## config.mk

```make
export PLATFORM = sky130hd
export DESIGN_NAME = slink_mux_top
export DESIGN_NICKNAME = d
export VERILOG_FILES = /design/src/common/slink_pkg.sv /design/src/common/mux_cfg_if.sv /design/src/logic/spill_reg.sv /design/src/logic/slink_mux_regs.sv /design/src/mux/rr_arbiter.sv /design/src/mux/port_mux.sv /design/src/mux/rsp_demux.sv /design/src/mux/slink_mux_top.sv
export SDC_FILE = /design/constraint.sdc
export NUM_CORES = 1
export LEC_CHECK = 0
export BUFFER_PORTS_ARGS = -buffer_cell sky130_fd_sc_hd__clkbuf_2
export CAP_MARGIN = 20
export CORE_AREA = 3 3 253 255
export DETAILED_ROUTE_END_ITERATION = 10
export DIE_AREA = 0 0 256 258
export PLACE_DENSITY = 0.36
export SKIP_CTS_REPAIR_TIMING = 1
export SLEW_MARGIN = 15
export SYNTH_ARGS = -nofsm -noshare
export SYNTH_HDL_FRONTEND = slang
export SYNTH_SLANG_ARGS = --single-unit
```

## constraint.sdc

```tcl
create_clock -name periph_clk -period 5.85 [get_ports periph_clk]
set_input_delay 0.2925 -clock periph_clk [delete_from_list [all_inputs] [get_ports periph_clk]]
set_output_delay 0.2925 -clock periph_clk [all_outputs]
set_load 0.05 [all_outputs]
```

## src/common/slink_pkg.sv

```systemverilog
// Serial-link request multiplexer shared definitions
// Widths, payload structs and APB register offsets

package slink_pkg;

  ////////////////////////////////////////////////////////////
  // Widths
  ////////////////////////////////////////////////////////////

  localparam int unsigned num_ports  = 4;
  localparam int unsigned port_idx_w = $clog2(num_ports);
  localparam int unsigned addr_w     = 32;
  localparam int unsigned data_w     = 32;
  localparam int unsigned up_id_w    = 4;
  localparam int unsigned dn_id_w    = up_id_w + port_idx_w; // Port index on top

  typedef logic [port_idx_w-1:0] port_idx_t;
  typedef logic [num_ports-1:0]  port_mask_t;
  typedef logic [15:0]           grant_cnt_t; // Wraps at 2^16

  ////////////////////////////////////////////////////////////
  // Payloads
  ////////////////////////////////////////////////////////////

  typedef struct packed {
    logic               write;
    logic [addr_w-1:0]  addr;
    logic [data_w-1:0]  wdata;
    logic [up_id_w-1:0] id;
  } up_req_t;

  typedef struct packed {
    logic               write;
    logic [addr_w-1:0]  addr;
    logic [data_w-1:0]  wdata;
    logic [dn_id_w-1:0] id;
  } dn_req_t;

  typedef struct packed {
    logic [data_w-1:0]  rdata;
    logic               err;
    logic [up_id_w-1:0] id;
  } up_rsp_t;

  typedef struct packed {
    logic [data_w-1:0]  rdata;
    logic               err;
    logic [dn_id_w-1:0] id;
  } dn_rsp_t;

  // Register map, counter p sits at reg_cnt_base_off + 4*p
  localparam logic [addr_w-1:0] reg_ctrl_off     = 32'h0000_0000;
  localparam logic [addr_w-1:0] reg_cnt_base_off = 32'h0000_0004;

endpackage

```

## src/common/mux_cfg_if.sv

```systemverilog
// Configuration and grant reporting between register block and port mux

`timescale 1ns/1ps

interface mux_cfg_if;
  import slink_pkg::*;

  port_mask_t port_en;     // Per-port enable
  logic       fixed_prio;  // 1 = fixed priority, 0 = round-robin
  logic       grant_stb;   // One pulse per accepted request
  port_idx_t  grant_port;

  modport regs (
    output port_en, fixed_prio,
    input  grant_stb, grant_port
  );

  modport mux (
    input  port_en, fixed_prio,
    output grant_stb, grant_port
  );

endinterface

```

## src/logic/spill_reg.sv

```systemverilog
// Single-entry valid/ready register stage
// One cycle latency, accepts a new item while the held one leaves

`timescale 1ns/1ps

module spill_reg #(
  parameter type payload_t = logic
) (
  input  logic     periph_clk,
  input  logic     rst_i,
  input  logic     in_valid_i,
  output logic     in_ready_o,
  input  payload_t in_data_i,
  output logic     out_valid_o,
  input  logic     out_ready_i,
  output payload_t out_data_o
);

  logic     full_q;
  payload_t data_q;
  logic     load;

  // Room when empty or when the held item drains this cycle
  assign in_ready_o = ~full_q | out_ready_i;
  assign load       = in_valid_i & in_ready_o;

  always_ff @(posedge periph_clk) begin
    if (rst_i) begin
      full_q <= 1'b0;
    end else if (in_ready_o) begin
      full_q <= in_valid_i;
    end
  end

  always_ff @(posedge periph_clk) begin
    if (load) begin
      data_q <= in_data_i;
    end
  end

  assign out_valid_o = full_q;
  assign out_data_o  = data_q;

endmodule

```

## src/logic/slink_mux_regs.sv

```systemverilog
// APB register block for the request multiplexer
// Holds port enable mask and arbitration mode, counts grants per port

`timescale 1ns/1ps

module slink_mux_regs (
  input  logic                      periph_clk,
  input  logic                      rst_i,
  input  logic [slink_pkg::addr_w-1:0] paddr_i,
  input  logic                      psel_i,
  input  logic                      penable_i,
  input  logic                      pwrite_i,
  input  logic [slink_pkg::data_w-1:0] pwdata_i,
  output logic [slink_pkg::data_w-1:0] prdata_o,
  output logic                      pready_o,
  output logic                      pslverr_o,
  mux_cfg_if.regs                   cfg
);
  import slink_pkg::*;

  port_mask_t port_en_q;
  logic       fixed_prio_q;
  grant_cnt_t cnt_q [num_ports];

  logic       access;
  logic       wr_access;
  logic       hit_ctrl;
  port_mask_t hit_cnt;
  logic       addr_ok;

  ////////////////////////////////////////////////////////////
  // Address decode
  ////////////////////////////////////////////////////////////

  assign access    = psel_i & penable_i;
  assign wr_access = access & pwrite_i;
  assign hit_ctrl  = (paddr_i == reg_ctrl_off);

  for (genvar p = 0; p < num_ports; p++) begin : gen_cnt_dec
    assign hit_cnt[p] = (paddr_i == reg_cnt_base_off + addr_w'(4 * p));
  end

  assign addr_ok   = hit_ctrl | (|hit_cnt);
  assign pready_o  = 1'b1;             // Zero wait states
  assign pslverr_o = access & ~addr_ok;

  // Read mux, unused bits read as zero
  always_comb begin
    prdata_o = '0;
    if (hit_ctrl) begin
      prdata_o[3:0] = port_en_q;
      prdata_o[8]   = fixed_prio_q;
    end
    for (int p = 0; p < num_ports; p++) begin
      if (hit_cnt[p]) begin
        prdata_o = data_w'(cnt_q[p]);
      end
    end
  end

  ////////////////////////////////////////////////////////////
  // Registers
  ////////////////////////////////////////////////////////////

  always_ff @(posedge periph_clk) begin
    if (rst_i) begin
      port_en_q    <= '1;
      fixed_prio_q <= 1'b0;
    end else if (wr_access && hit_ctrl) begin
      port_en_q    <= pwdata_i[3:0];
      fixed_prio_q <= pwdata_i[8];
    end
  end

  for (genvar p = 0; p < num_ports; p++) begin : gen_cnt
    always_ff @(posedge periph_clk) begin
      if (rst_i) begin
        cnt_q[p] <= '0;
      end else if (wr_access && hit_cnt[p]) begin
        cnt_q[p] <= '0;                  // Any write clears
      end else if (cfg.grant_stb && cfg.grant_port == port_idx_t'(p)) begin
        cnt_q[p] <= cnt_q[p] + grant_cnt_t'(1);
      end
    end
  end

  assign cfg.port_en    = port_en_q;
  assign cfg.fixed_prio = fixed_prio_q;

endmodule

```

## src/mux/rr_arbiter.sv

```systemverilog
// Port arbiter, round-robin or fixed priority
// Grant is combinational, pointer moves past the winner on advance

`timescale 1ns/1ps

module rr_arbiter (
  input  logic                  periph_clk,
  input  logic                  rst_i,
  input  slink_pkg::port_mask_t req_i,
  input  logic                  fixed_prio_i,
  input  logic                  advance_i,
  output logic                  grant_valid_o,
  output slink_pkg::port_idx_t  grant_idx_o
);
  import slink_pkg::*;

  port_idx_t ptr_q;
  port_idx_t start_idx;

  assign start_idx = fixed_prio_i ? '0 : ptr_q;

  ////////////////////////////////////////////////////////////
  // Search
  ////////////////////////////////////////////////////////////

  // Walk backwards so the port closest to start_idx wins
  always_comb begin
    grant_valid_o = 1'b0;
    grant_idx_o   = '0;
    for (int i = num_ports - 1; i >= 0; i--) begin
      if (req_i[start_idx + port_idx_t'(i)]) begin
        grant_valid_o = 1'b1;
        grant_idx_o   = start_idx + port_idx_t'(i); // Wraps modulo num_ports
      end
    end
  end

  ////////////////////////////////////////////////////////////
  // Pointer
  ////////////////////////////////////////////////////////////

  // Only moves on an accepted grant
  always_ff @(posedge periph_clk) begin
    if (rst_i) begin
      ptr_q <= '0;
    end else if (advance_i && grant_valid_o) begin
      ptr_q <= grant_idx_o + port_idx_t'(1);
    end
  end

endmodule

```

## src/mux/port_mux.sv

```systemverilog
// Upstream request multiplexer
// Arbitrates enabled ports, puts the port index above the ID, registers the winner

`timescale 1ns/1ps

module port_mux (
  input  logic                                             periph_clk,
  input  logic                                             rst_i,
  input  slink_pkg::port_mask_t                            up_req_valid_i,
  output slink_pkg::port_mask_t                            up_req_ready_o,
  input  slink_pkg::up_req_t [slink_pkg::num_ports-1:0]    up_req_i,
  output logic                                             dn_req_valid_o,
  input  logic                                             dn_req_ready_i,
  output slink_pkg::dn_req_t                               dn_req_o,
  mux_cfg_if.mux                                           cfg
);
  import slink_pkg::*;

  port_mask_t req_masked;
  logic       grant_valid;
  port_idx_t  grant_idx;
  logic       push_ready;
  logic       push;
  dn_req_t    push_data;

  assign req_masked = up_req_valid_i & cfg.port_en; // Disabled ports never compete
  assign push       = grant_valid & push_ready;

  rr_arbiter u_arb (
    .periph_clk    ( periph_clk     ),
    .rst_i         ( rst_i          ),
    .req_i         ( req_masked     ),
    .fixed_prio_i  ( cfg.fixed_prio ),
    .advance_i     ( push           ),
    .grant_valid_o ( grant_valid    ),
    .grant_idx_o   ( grant_idx      )
  );

  // Widen ID with the issuing port
  always_comb begin
    push_data.write = up_req_i[grant_idx].write;
    push_data.addr  = up_req_i[grant_idx].addr;
    push_data.wdata = up_req_i[grant_idx].wdata;
    push_data.id    = {grant_idx, up_req_i[grant_idx].id};
  end

  always_comb begin
    up_req_ready_o            = '0;
    up_req_ready_o[grant_idx] = push;
  end

  spill_reg #(
    .payload_t ( dn_req_t )
  ) u_req_spill (
    .periph_clk  ( periph_clk     ),
    .rst_i       ( rst_i          ),
    .in_valid_i  ( grant_valid    ),
    .in_ready_o  ( push_ready     ),
    .in_data_i   ( push_data      ),
    .out_valid_o ( dn_req_valid_o ),
    .out_ready_i ( dn_req_ready_i ),
    .out_data_o  ( dn_req_o       )
  );

  assign cfg.grant_stb  = push;
  assign cfg.grant_port = grant_idx;

endmodule

```

## src/mux/rsp_demux.sv

```systemverilog
// Response router, registers link responses and steers each to its port
// Port index comes from the top ID bits, which are stripped on the way out

`timescale 1ns/1ps

module rsp_demux (
  input  logic                                          periph_clk,
  input  logic                                          rst_i,
  input  logic                                          dn_rsp_valid_i,
  output logic                                          dn_rsp_ready_o,
  input  slink_pkg::dn_rsp_t                            dn_rsp_i,
  output slink_pkg::port_mask_t                         up_rsp_valid_o,
  input  slink_pkg::port_mask_t                         up_rsp_ready_i,
  output slink_pkg::up_rsp_t [slink_pkg::num_ports-1:0] up_rsp_o
);
  import slink_pkg::*;

  logic      rsp_valid;
  logic      rsp_ready;
  dn_rsp_t   rsp_q;
  port_idx_t rsp_port;

  spill_reg #(
    .payload_t ( dn_rsp_t )
  ) u_rsp_spill (
    .periph_clk  ( periph_clk     ),
    .rst_i       ( rst_i          ),
    .in_valid_i  ( dn_rsp_valid_i ),
    .in_ready_o  ( dn_rsp_ready_o ),
    .in_data_i   ( dn_rsp_i       ),
    .out_valid_o ( rsp_valid      ),
    .out_ready_i ( rsp_ready      ),
    .out_data_o  ( rsp_q          )
  );

  assign rsp_port  = rsp_q.id[dn_id_w-1 -: port_idx_w];
  assign rsp_ready = up_rsp_ready_i[rsp_port]; // Only the addressed port counts

  always_comb begin
    up_rsp_valid_o           = '0;
    up_rsp_valid_o[rsp_port] = rsp_valid;
    for (int p = 0; p < num_ports; p++) begin
      up_rsp_o[p].rdata = rsp_q.rdata;
      up_rsp_o[p].err   = rsp_q.err;
      up_rsp_o[p].id    = rsp_q.id[up_id_w-1:0];
    end
  end

endmodule

```

## src/mux/slink_mux_top.sv

```systemverilog
// Serial-link request multiplexer top level
// APB register block, four-port request mux and response router

`timescale 1ns/1ps

module slink_mux_top (
  input  logic                                          periph_clk,
  input  logic                                          rst_i,
  // APB slave
  input  logic [slink_pkg::addr_w-1:0]                  paddr_i,
  input  logic                                          psel_i,
  input  logic                                          penable_i,
  input  logic                                          pwrite_i,
  input  logic [slink_pkg::data_w-1:0]                  pwdata_i,
  output logic [slink_pkg::data_w-1:0]                  prdata_o,
  output logic                                          pready_o,
  output logic                                          pslverr_o,
  // Upstream ports
  input  slink_pkg::port_mask_t                         up_req_valid_i,
  output slink_pkg::port_mask_t                         up_req_ready_o,
  input  slink_pkg::up_req_t [slink_pkg::num_ports-1:0] up_req_i,
  output slink_pkg::port_mask_t                         up_rsp_valid_o,
  input  slink_pkg::port_mask_t                         up_rsp_ready_i,
  output slink_pkg::up_rsp_t [slink_pkg::num_ports-1:0] up_rsp_o,
  // Link side
  output logic                                          dn_req_valid_o,
  input  logic                                          dn_req_ready_i,
  output slink_pkg::dn_req_t                            dn_req_o,
  input  logic                                          dn_rsp_valid_i,
  output logic                                          dn_rsp_ready_o,
  input  slink_pkg::dn_rsp_t                            dn_rsp_i
);

  mux_cfg_if u_cfg ();

  slink_mux_regs u_regs (
    .periph_clk ( periph_clk ),
    .rst_i      ( rst_i      ),
    .paddr_i    ( paddr_i    ),
    .psel_i     ( psel_i     ),
    .penable_i  ( penable_i  ),
    .pwrite_i   ( pwrite_i   ),
    .pwdata_i   ( pwdata_i   ),
    .prdata_o   ( prdata_o   ),
    .pready_o   ( pready_o   ),
    .pslverr_o  ( pslverr_o  ),
    .cfg        ( u_cfg.regs )
  );

  // Request path
  port_mux u_port_mux (
    .periph_clk     ( periph_clk     ),
    .rst_i          ( rst_i          ),
    .up_req_valid_i ( up_req_valid_i ),
    .up_req_ready_o ( up_req_ready_o ),
    .up_req_i       ( up_req_i       ),
    .dn_req_valid_o ( dn_req_valid_o ),
    .dn_req_ready_i ( dn_req_ready_i ),
    .dn_req_o       ( dn_req_o       ),
    .cfg            ( u_cfg.mux      )
  );

  // Response path
  rsp_demux u_rsp_demux (
    .periph_clk     ( periph_clk     ),
    .rst_i          ( rst_i          ),
    .dn_rsp_valid_i ( dn_rsp_valid_i ),
    .dn_rsp_ready_o ( dn_rsp_ready_o ),
    .dn_rsp_i       ( dn_rsp_i       ),
    .up_rsp_valid_o ( up_rsp_valid_o ),
    .up_rsp_ready_i ( up_rsp_ready_i ),
    .up_rsp_o       ( up_rsp_o       )
  );

endmodule

```

==> flow_summary.yaml, run 1 <==
run_status:
  status: "complete, no violations"
yosys:
  synthesis.area_um2: 11400
  asyncSetResetFlopFracSynth_pct: 0
  dominantRegCellSynth: "edfxtp_1"
  seq_area_frac_synth_pct: 47.2
  total_of_flip_flops_plus_latches_after_synthesis: 183
  postSynthCellCount: 969
  yosys_warnings: 0
  post_synth.cell_area_avg_um2: 11.8
  post_synth_edffs: 174
  synth_cell_type_count: 50
sta:
  unrepaired_setup_endpoints_after_global_routing: "false"
  max_clock_freq_mhz: 284
  layout_min_cycle_time_ns: 3.52
  finalHoldViolCount: 0
  finalSetupViolCount: 0
  setup-tns-final_ns: 0
  tightest_slew_ns: 0.995
  slew_violations: 0
  layout_worst_path_cycle_share_pct: 60.2
  finalHoldWorstSlack_ns: 0.0485
  slew_headroom_pct: 33.2
  post-route-worst-setup-slack_ns: 2.33
  final_clock_skew_ns: 0.0182
placed_design:
  port_buffers: 612
  dp_hpwl_um: 36200
  place_inst: 2237
  detailedPlace.worstSlack_ns: 2.33
  place_congestion: 0.857
pwr:
  total_leakage_power_uw: 0.00673
  vdd.ir_drop.worst_uv: 178
  power_density_nw_per_um2: 308
  totalPowerFinal_uw: 4700
layout:
  finish.cell_count_without_fillers: 2319
  finish.net_count: 1864
  drive_gt1_share_pct: 46.2
  synthToLayoutAreaGrowth_pct: 33.2
routing:
  drt_pass1_iterations: 5
  routed_via_density: 3.91
  ant_nets: 0
  wl_per_cell_um: 19.2
  detail_route.wirelength_um: 44500
  drt_drc_violations_left: 0
  drt_iter0_drc: 376
  dr_total_vias: 9060
floorplanning:
  die_width_um: 256
  initial_core_util_pct: 18.5
  floorplan.io_pins: 657
  die-area_um2: 66000
  floorplan_core_area_um2: 61800
  placementRows: 91
  die_h_um: 258
worst_setup_path:
  crit_path_cell_trace: "o21bai_1 -> a32o_1 -> or2_0 -> a222oi_1 -> buf_4 -> buf_4 -> mux2i_1"
  max_stage_delay_ns: 0.70
  criticalPathCategory: "reg2reg"
  crit_arrival_ns: 3.72
  setup.worst_path.end_class: "flip-flop"
  critical-path-slowest-cell: "buf_4"
  dominant_cell_type_by_count_on_the_critical_path: "buf_4"
  critical_path_peak_fanout: 43
  start_kind: "flip-flop"
  crit_required_ns: 6.05
global_routing:
  grt_antenna_before_repair: 7
  grt_overflow: 0
  first_global_vias: 8915
  grt_use_total_pct: 12.8
  grt_max_degree: 104
  grt_pass1_wl_um: 61000
hold_path:
  hold_class: "in2reg"
clock_network:
  cts_tree: "done"
  number_of_buffers_on_the_longest_clock_path: 2
  cts_root_buf: "clkbuf_16"
  clk_latency_ns: 0.49
  clk_pin_slew_worst_paths_ns: 0.07
  num_cts_buffers: 17
  htree_num_levels: 4
  clkSinkCount: 183
job:
  drv_cap: 0
per-stage QoR:
stage | cell area (um^2) | utilization (%)
after global placement | 14200 | 23.0
after global routing | 15200 | 24.7
after CTS | 14800 | 23.9
after floorplan | 11500 | -
after detailed placement | 14200 | 23.0
final | 15200 | 24.7
sequential cells by signal (all words and copies together), names as in the netlist:
signal and flops:
u_port_mux.u_req_spill.out_data_o 71, u_regs.cfg.fixed_prio 1, u_regs.cfg.port_en 4, u_regs.cnt_q 64
u_rsp_demux.u_rsp_spill.out_data_o 39, u_port_mux.u_arb.ptr_q 2, u_port_mux.u_req_spill.out_valid_o 1, u_rsp_demux.u_rsp_spill.out_valid_o 1
metal layers:
metal	share of wire, %	global-route usage (%)	up-vias
met2	53	22.9	370
met5	0.061	0	-
met3	6.6	4.06	45
met1	39	14.2	4306
met4	2.1	4.93	4
li1	-	-	4335
cell families after synthesis:
group | share of synthesized area (%)
multiplexers | 20.4
XOR/XNOR | 4.28
flip-flops | 47.2
buffers and inverters | 13.1
other | 0.0656
AND/OR/NAND/NOR | 10.3
AO/OA/AOI/OAI | 3.68
adder cells (fa/ha/maj) | 0.874
cell usage in the layout, fill, tap and decap left out, types with 7 or more instances in the layout:
master           n
o21ai_0         10
xor2_1          32
xnor2_1         24
mux2_2          11
conb_1          17
nor2b_1          8
ha_1             8
inv_1           10
nand2_1         40
dfxtp_1          9
a22oi_1         11
nand4_1         10
or3_1            8
clkbuf_2       612
mux2i_1        208
diode_2          7
and2_1           9
edfxtp_1       174
and3_1          15
nand3_1         21
clkbuf_16       17
dlygate4sd3_1   43
a22o_1           7
nor2_1          83
final timing paths:
path | start | endpoint | slack, ns | cells past startpoint
worst max-delay path | u_regs.cfg.fixed_prio | u_port_mux.u_req_spill.out_data_o[30] | 2.33 | 7
worst min register to register | u_port_mux.u_arb.ptr_q[0] | u_port_mux.u_arb.ptr_q[0] | 0.58 | 2
worst max register to register | u_regs.cfg.fixed_prio | u_port_mux.u_req_spill.out_data_o[30] | 2.33 | 7
worst min-delay path | pwdata_i[8] | u_regs.cfg.fixed_prio | 0.05 | 3
area by class of cell:
| class | instances | area, um^2 |
|---|---|---|
| multi-input cells | 589 | 4620 |
| clock inverters | 15 | 148 |
| flip-flops and latches | 183 | 5410 |
| inverters | 10 | 37.5 |
| clock buffers | 17 | 425 |
| diodes | 7 | 17.5 |
| repair buffers | 661 | 3550 |
| well taps | 837 | 1050 |
| fillers | 6718 | 46600 |
power breakdown:
part           switching [uW]  internal, uW  total (uW)
Combinational            1190           502        1690
Clock                     569           628        1200
Sequential                132          1680        1810
Total                    1890          2810        4700
critical path: cells and delay by family, from the launching register on:
kind / cells / cell delay [ns]
and+or+nand+nor: 1 / 0.19
DFF: 1 / 0.42
buffers and inverters: 2 / 1.25
muxes: 1 / 0.17
AOI/OAI and AO/OA: 3 / 1.08
cell usage after synthesis (all sizes together) (5+ instances only):
| library cell | n | area, um^2 |
|---|---|---|
| mux2i | 208 | 2080 |
| buf | 195 | 1440 |
| edfxtp | 174 | 5230 |
| nor2 | 83 | 312 |
| nand2 | 40 | 150 |
| xor2 | 32 | 280 |
| xnor2 | 24 | 210 |
| nand3 | 21 | 105 |
| o21ai | 16 | 80.1 |
| and3 | 15 | 93.8 |
| a22oi | 12 | 90.1 |
| nand4 | 12 | 87.6 |
| mux2 | 11 | 124 |
| and2 | 10 | 62.6 |
| inv | 10 | 37.5 |
| dfxtp | 9 | 180 |
| ha | 8 | 100 |
| nor2b | 8 | 50.1 |
| nor4 | 8 | 105 |
| or3 | 8 | 50.1 |
| a22o | 7 | 61.3 |
| clkbuf | 7 | 26.3 |
| a211o | 6 | 52.6 |
| and4 | 6 | 52.6 |
| mux4 | 6 | 135 |
| nand2b | 5 | 31.3 |
| nor3 | 5 | 30.0 |
No activity file was read; power rests on OpenSTA's default activity.
==> inputs of run 2 (changes only) <==
--- a/config.mk
+++ b/config.mk
@@ -10,7 +10,7 @@
 export CORE_AREA = 3 3 253 255
 export DETAILED_ROUTE_END_ITERATION = 10
 export DIE_AREA = 0 0 256 258
-export PLACE_DENSITY = 0.36
+export PLACE_DENSITY = 0.38
 export SKIP_CTS_REPAIR_TIMING = 1
 export SLEW_MARGIN = 15
 export SYNTH_ARGS = -nofsm -noshare
==> constraint.sdc (replaced) <==
create_clock -name periph_clk -period 2.9 [get_ports periph_clk]
set_input_delay 0.145 -clock periph_clk [delete_from_list [all_inputs] [get_ports periph_clk]]
set_output_delay 0.145 -clock periph_clk [all_outputs]
set_load 0.05 [all_outputs]
==> run 2 against run 1 <==
  * Non-clock buffer count increased by 33
  * First-iteration DRC count increased by 17%
  * Count of clock-buffer cells in the layout unchanged
  * Sequential share of layout area decreased by 1.5 points
  * Highest routed layer unchanged
  * Design area increased by 4.4%
==> flow_summary.yaml, run 2 (synthesis gave the netlist of run 1 again) <==
placed_design:
  port_buffers: 612
  place_congestion: 0.900
  place_inst: 2266
  dp_hpwl_um: 35600
pwr:
  power.share.switching_pct: 40.1
  total_leakage_power_uw: 0.00701
  seqPwrFrac_pct: 38.0
  power.internal_uw: 5740
  vdd.ir_drop.worst_uv: 465
  switching_power_uw: 3840
  totalPowerFinal_uw: 9580
  pwr-share-comb_pct: 36.9
  power_density_nw_per_um2: 601
  share_clk_of_total_power_pct: 25.2
routing:
  routed_via_density: 3.88
  dr_total_vias: 9124
  drt_pass1_iterations: 4
  detail_route.wirelength_um: 43300
  wl_per_cell_um: 18.4
  drt_iter0_drc: 440
  drt_drc_violations_left: 0
  ant_nets: 0
sta:
  slew_headroom_pct: 25.8
  final_clock_skew_ns: 0.0187
  slew_violations: 0
  finalHoldViolCount: 0
  tightest_slew_ns: 1.11
  layout_worst_path_cycle_share_pct: 95.3
  layout_min_cycle_time_ns: 2.76
  max_clock_freq_mhz: 362
  finalHoldWorstSlack_ns: 0.0260
  finalSetupViolCount: 0
clock_network:
  clk_latency_ns: 0.48
  cts_tree: "done"
  clk_pin_slew_worst_paths_ns: 0.07
  cts_root_buf: "clkbuf_16"
  num_cts_buffers: 17
  clkSinkCount: 183
  htree_num_levels: 4
  number_of_buffers_on_the_longest_clock_path: 2
run_status:
  status: "complete, no violations"
global_routing:
  grt_antenna_before_repair: 11
  grt_overflow: 0
  grt_use_total_pct: 12.5
  grt-busiest-layer: "met2"
  groute.layer.met1.usage_pct: 14.0
  first_global_vias: 9013
  globalRouteMet3Util_pct: 4.66
  grt_max_degree: 74
  global_route.usage.met2_pct: 22.3
  grt_pass1_wl_um: 60400
floorplanning:
  die_h_um: 258
  placementRows: 91
  initial_core_util_pct: 18.5
  die-area_um2: 66000
  floorplan_core_area_um2: 61800
  die_width_um: 256
  floorplan.io_pins: 657
worst_setup_path:
  r2r_start: "u_regs.cfg.fixed_prio"
  critical-path-slowest-cell: "dfxtp_4"
  crit_arrival_ns: 2.62
  dominant_cell_type_by_count_on_the_critical_path: "buf_4"
  max_stage_delay_ns: 0.38
  r2r_setup_slack_ns: 0.17
  reg2reg_depth: 8
  setup.worst_path.end_class: "primary output"
  crit_required_ns: 2.76
  crit_path_cell_trace: "o21bai_1 -> a32o_1 -> or2_0 -> a222oi_1 -> buf_4 -> ha_1 -> and2_2 -> buf_4 -> buf_12"
  start_kind: "flip-flop"
  critical_path_peak_fanout: 6
  criticalPathCategory: "reg2out"
  regToRegEndpoint: "u_port_mux.u_req_spill.out_data_o[37]"
layout:
  drive_gt1_share_pct: 47.9
  post-route-util_pct: 25.8
  largest_register_ffs: 71
  synthToLayoutAreaGrowth_pct: 39.0
  layout.filler_cells: 6669
  finish.cell_count_without_fillers: 2352
  finish.net_count: 1897
  layout.cells.most_common: "clkbuf_2"
  layout.cells.most_common_list: "clkbuf_2, mux2i_1, edfxtp_1"
hold_path:
  hp-start: "dn_req_ready_i"
  holdPathEnd: "u_port_mux.u_req_spill.out_valid_o"
  hold_class: "in2reg"
  min_delay_path_depth: 3
job:
  drv_cap: 0
[run 2: cell types whose count changed in the layout (fill, tap and decap cells not counted), moves of 3 or more]
cell | before | now
buf_4 | 5 | 28
clkbuf_2 | 612 | 592
buf_12 | 1 | 28
dfxtp_1 | 9 | 6
clkinv_1 | 4 | 1
inv_6 | 4 | 7
[run 2: critical path, delay by kind of cell, from the launching register on]
kind | cells | cell delay, ns
flip-flops | 1 | 0.38
AO/OA/AOI/OAI | 3 | 0.72
buffers and inverters | 3 | 0.47
AND/OR/NAND/NOR | 2 | 0.37
adder cells (fa/ha/maj) | 1 | 0.19
[run 2: worst max-delay path by stage]
stage,from,endpoint,slack (ns),cells after the start
finish,u_regs.cfg.fixed_prio,up_req_ready_o[3],0.14,9
global route,u_regs.cfg.fixed_prio,up_req_ready_o[1],-0.0008,9
CTS,u_regs.cfg.fixed_prio,up_req_ready_o[0],-0.08,9
detailed placement,u_regs.cfg.fixed_prio,u_port_mux.u_req_spill.out_data_o[37],0.18,7
global placement,u_regs.cfg.fixed_prio,u_port_mux.u_req_spill.out_data_o[40],0.22,7
floorplan,u_port_mux.u_arb.ptr_q[1],u_regs.cnt_q[0][0],0.06,11
[run 2: per-layer routing]
metal,routed length (um),part of all wire [%]
met1,16700,39
met3,3020,7.0
met2,22900,53
met5,46,0.11
met4,638,1.5
[run 2: power groups by stage]
stage	combinational [uW]	clock (uW)	sequential (uW)
after floorplan	1850	0	4420
after CTS	3530	2550	3640
after global placement	3520	0	3690
after global routing	3740	2640	3690
after detailed placement	3520	0	3700
final	3530	2410	3640
[run 2: cell type report]
class / instances / area, um^2 / area share [%]
clock inverter: 15 / 156 / 0.982
tap: 837 / 1050 / 6.58
antenna: 7 / 17.5 / 0.110
sequential: 183 / 5410 / 34.0
inverter: 10 / 37.5 / 0.236
clock buffer: 17 / 425 / 2.67
multi-input combinational: 589 / 4630 / 29.1
timing repair buffer: 694 / 4200 / 26.4
[run 2: stage by stage]
stage                      TNS (ns)  instance area [um^2]  setup slack, ns
after floorplan                   0                 11500           0.0587
after global placement            0                 14800            0.222
after detailed placement          0                 14800            0.183
after CTS                    -0.163                 15400          -0.0755
after global routing      -0.000829                 15900        -0.000829
final                             0                 15900            0.137
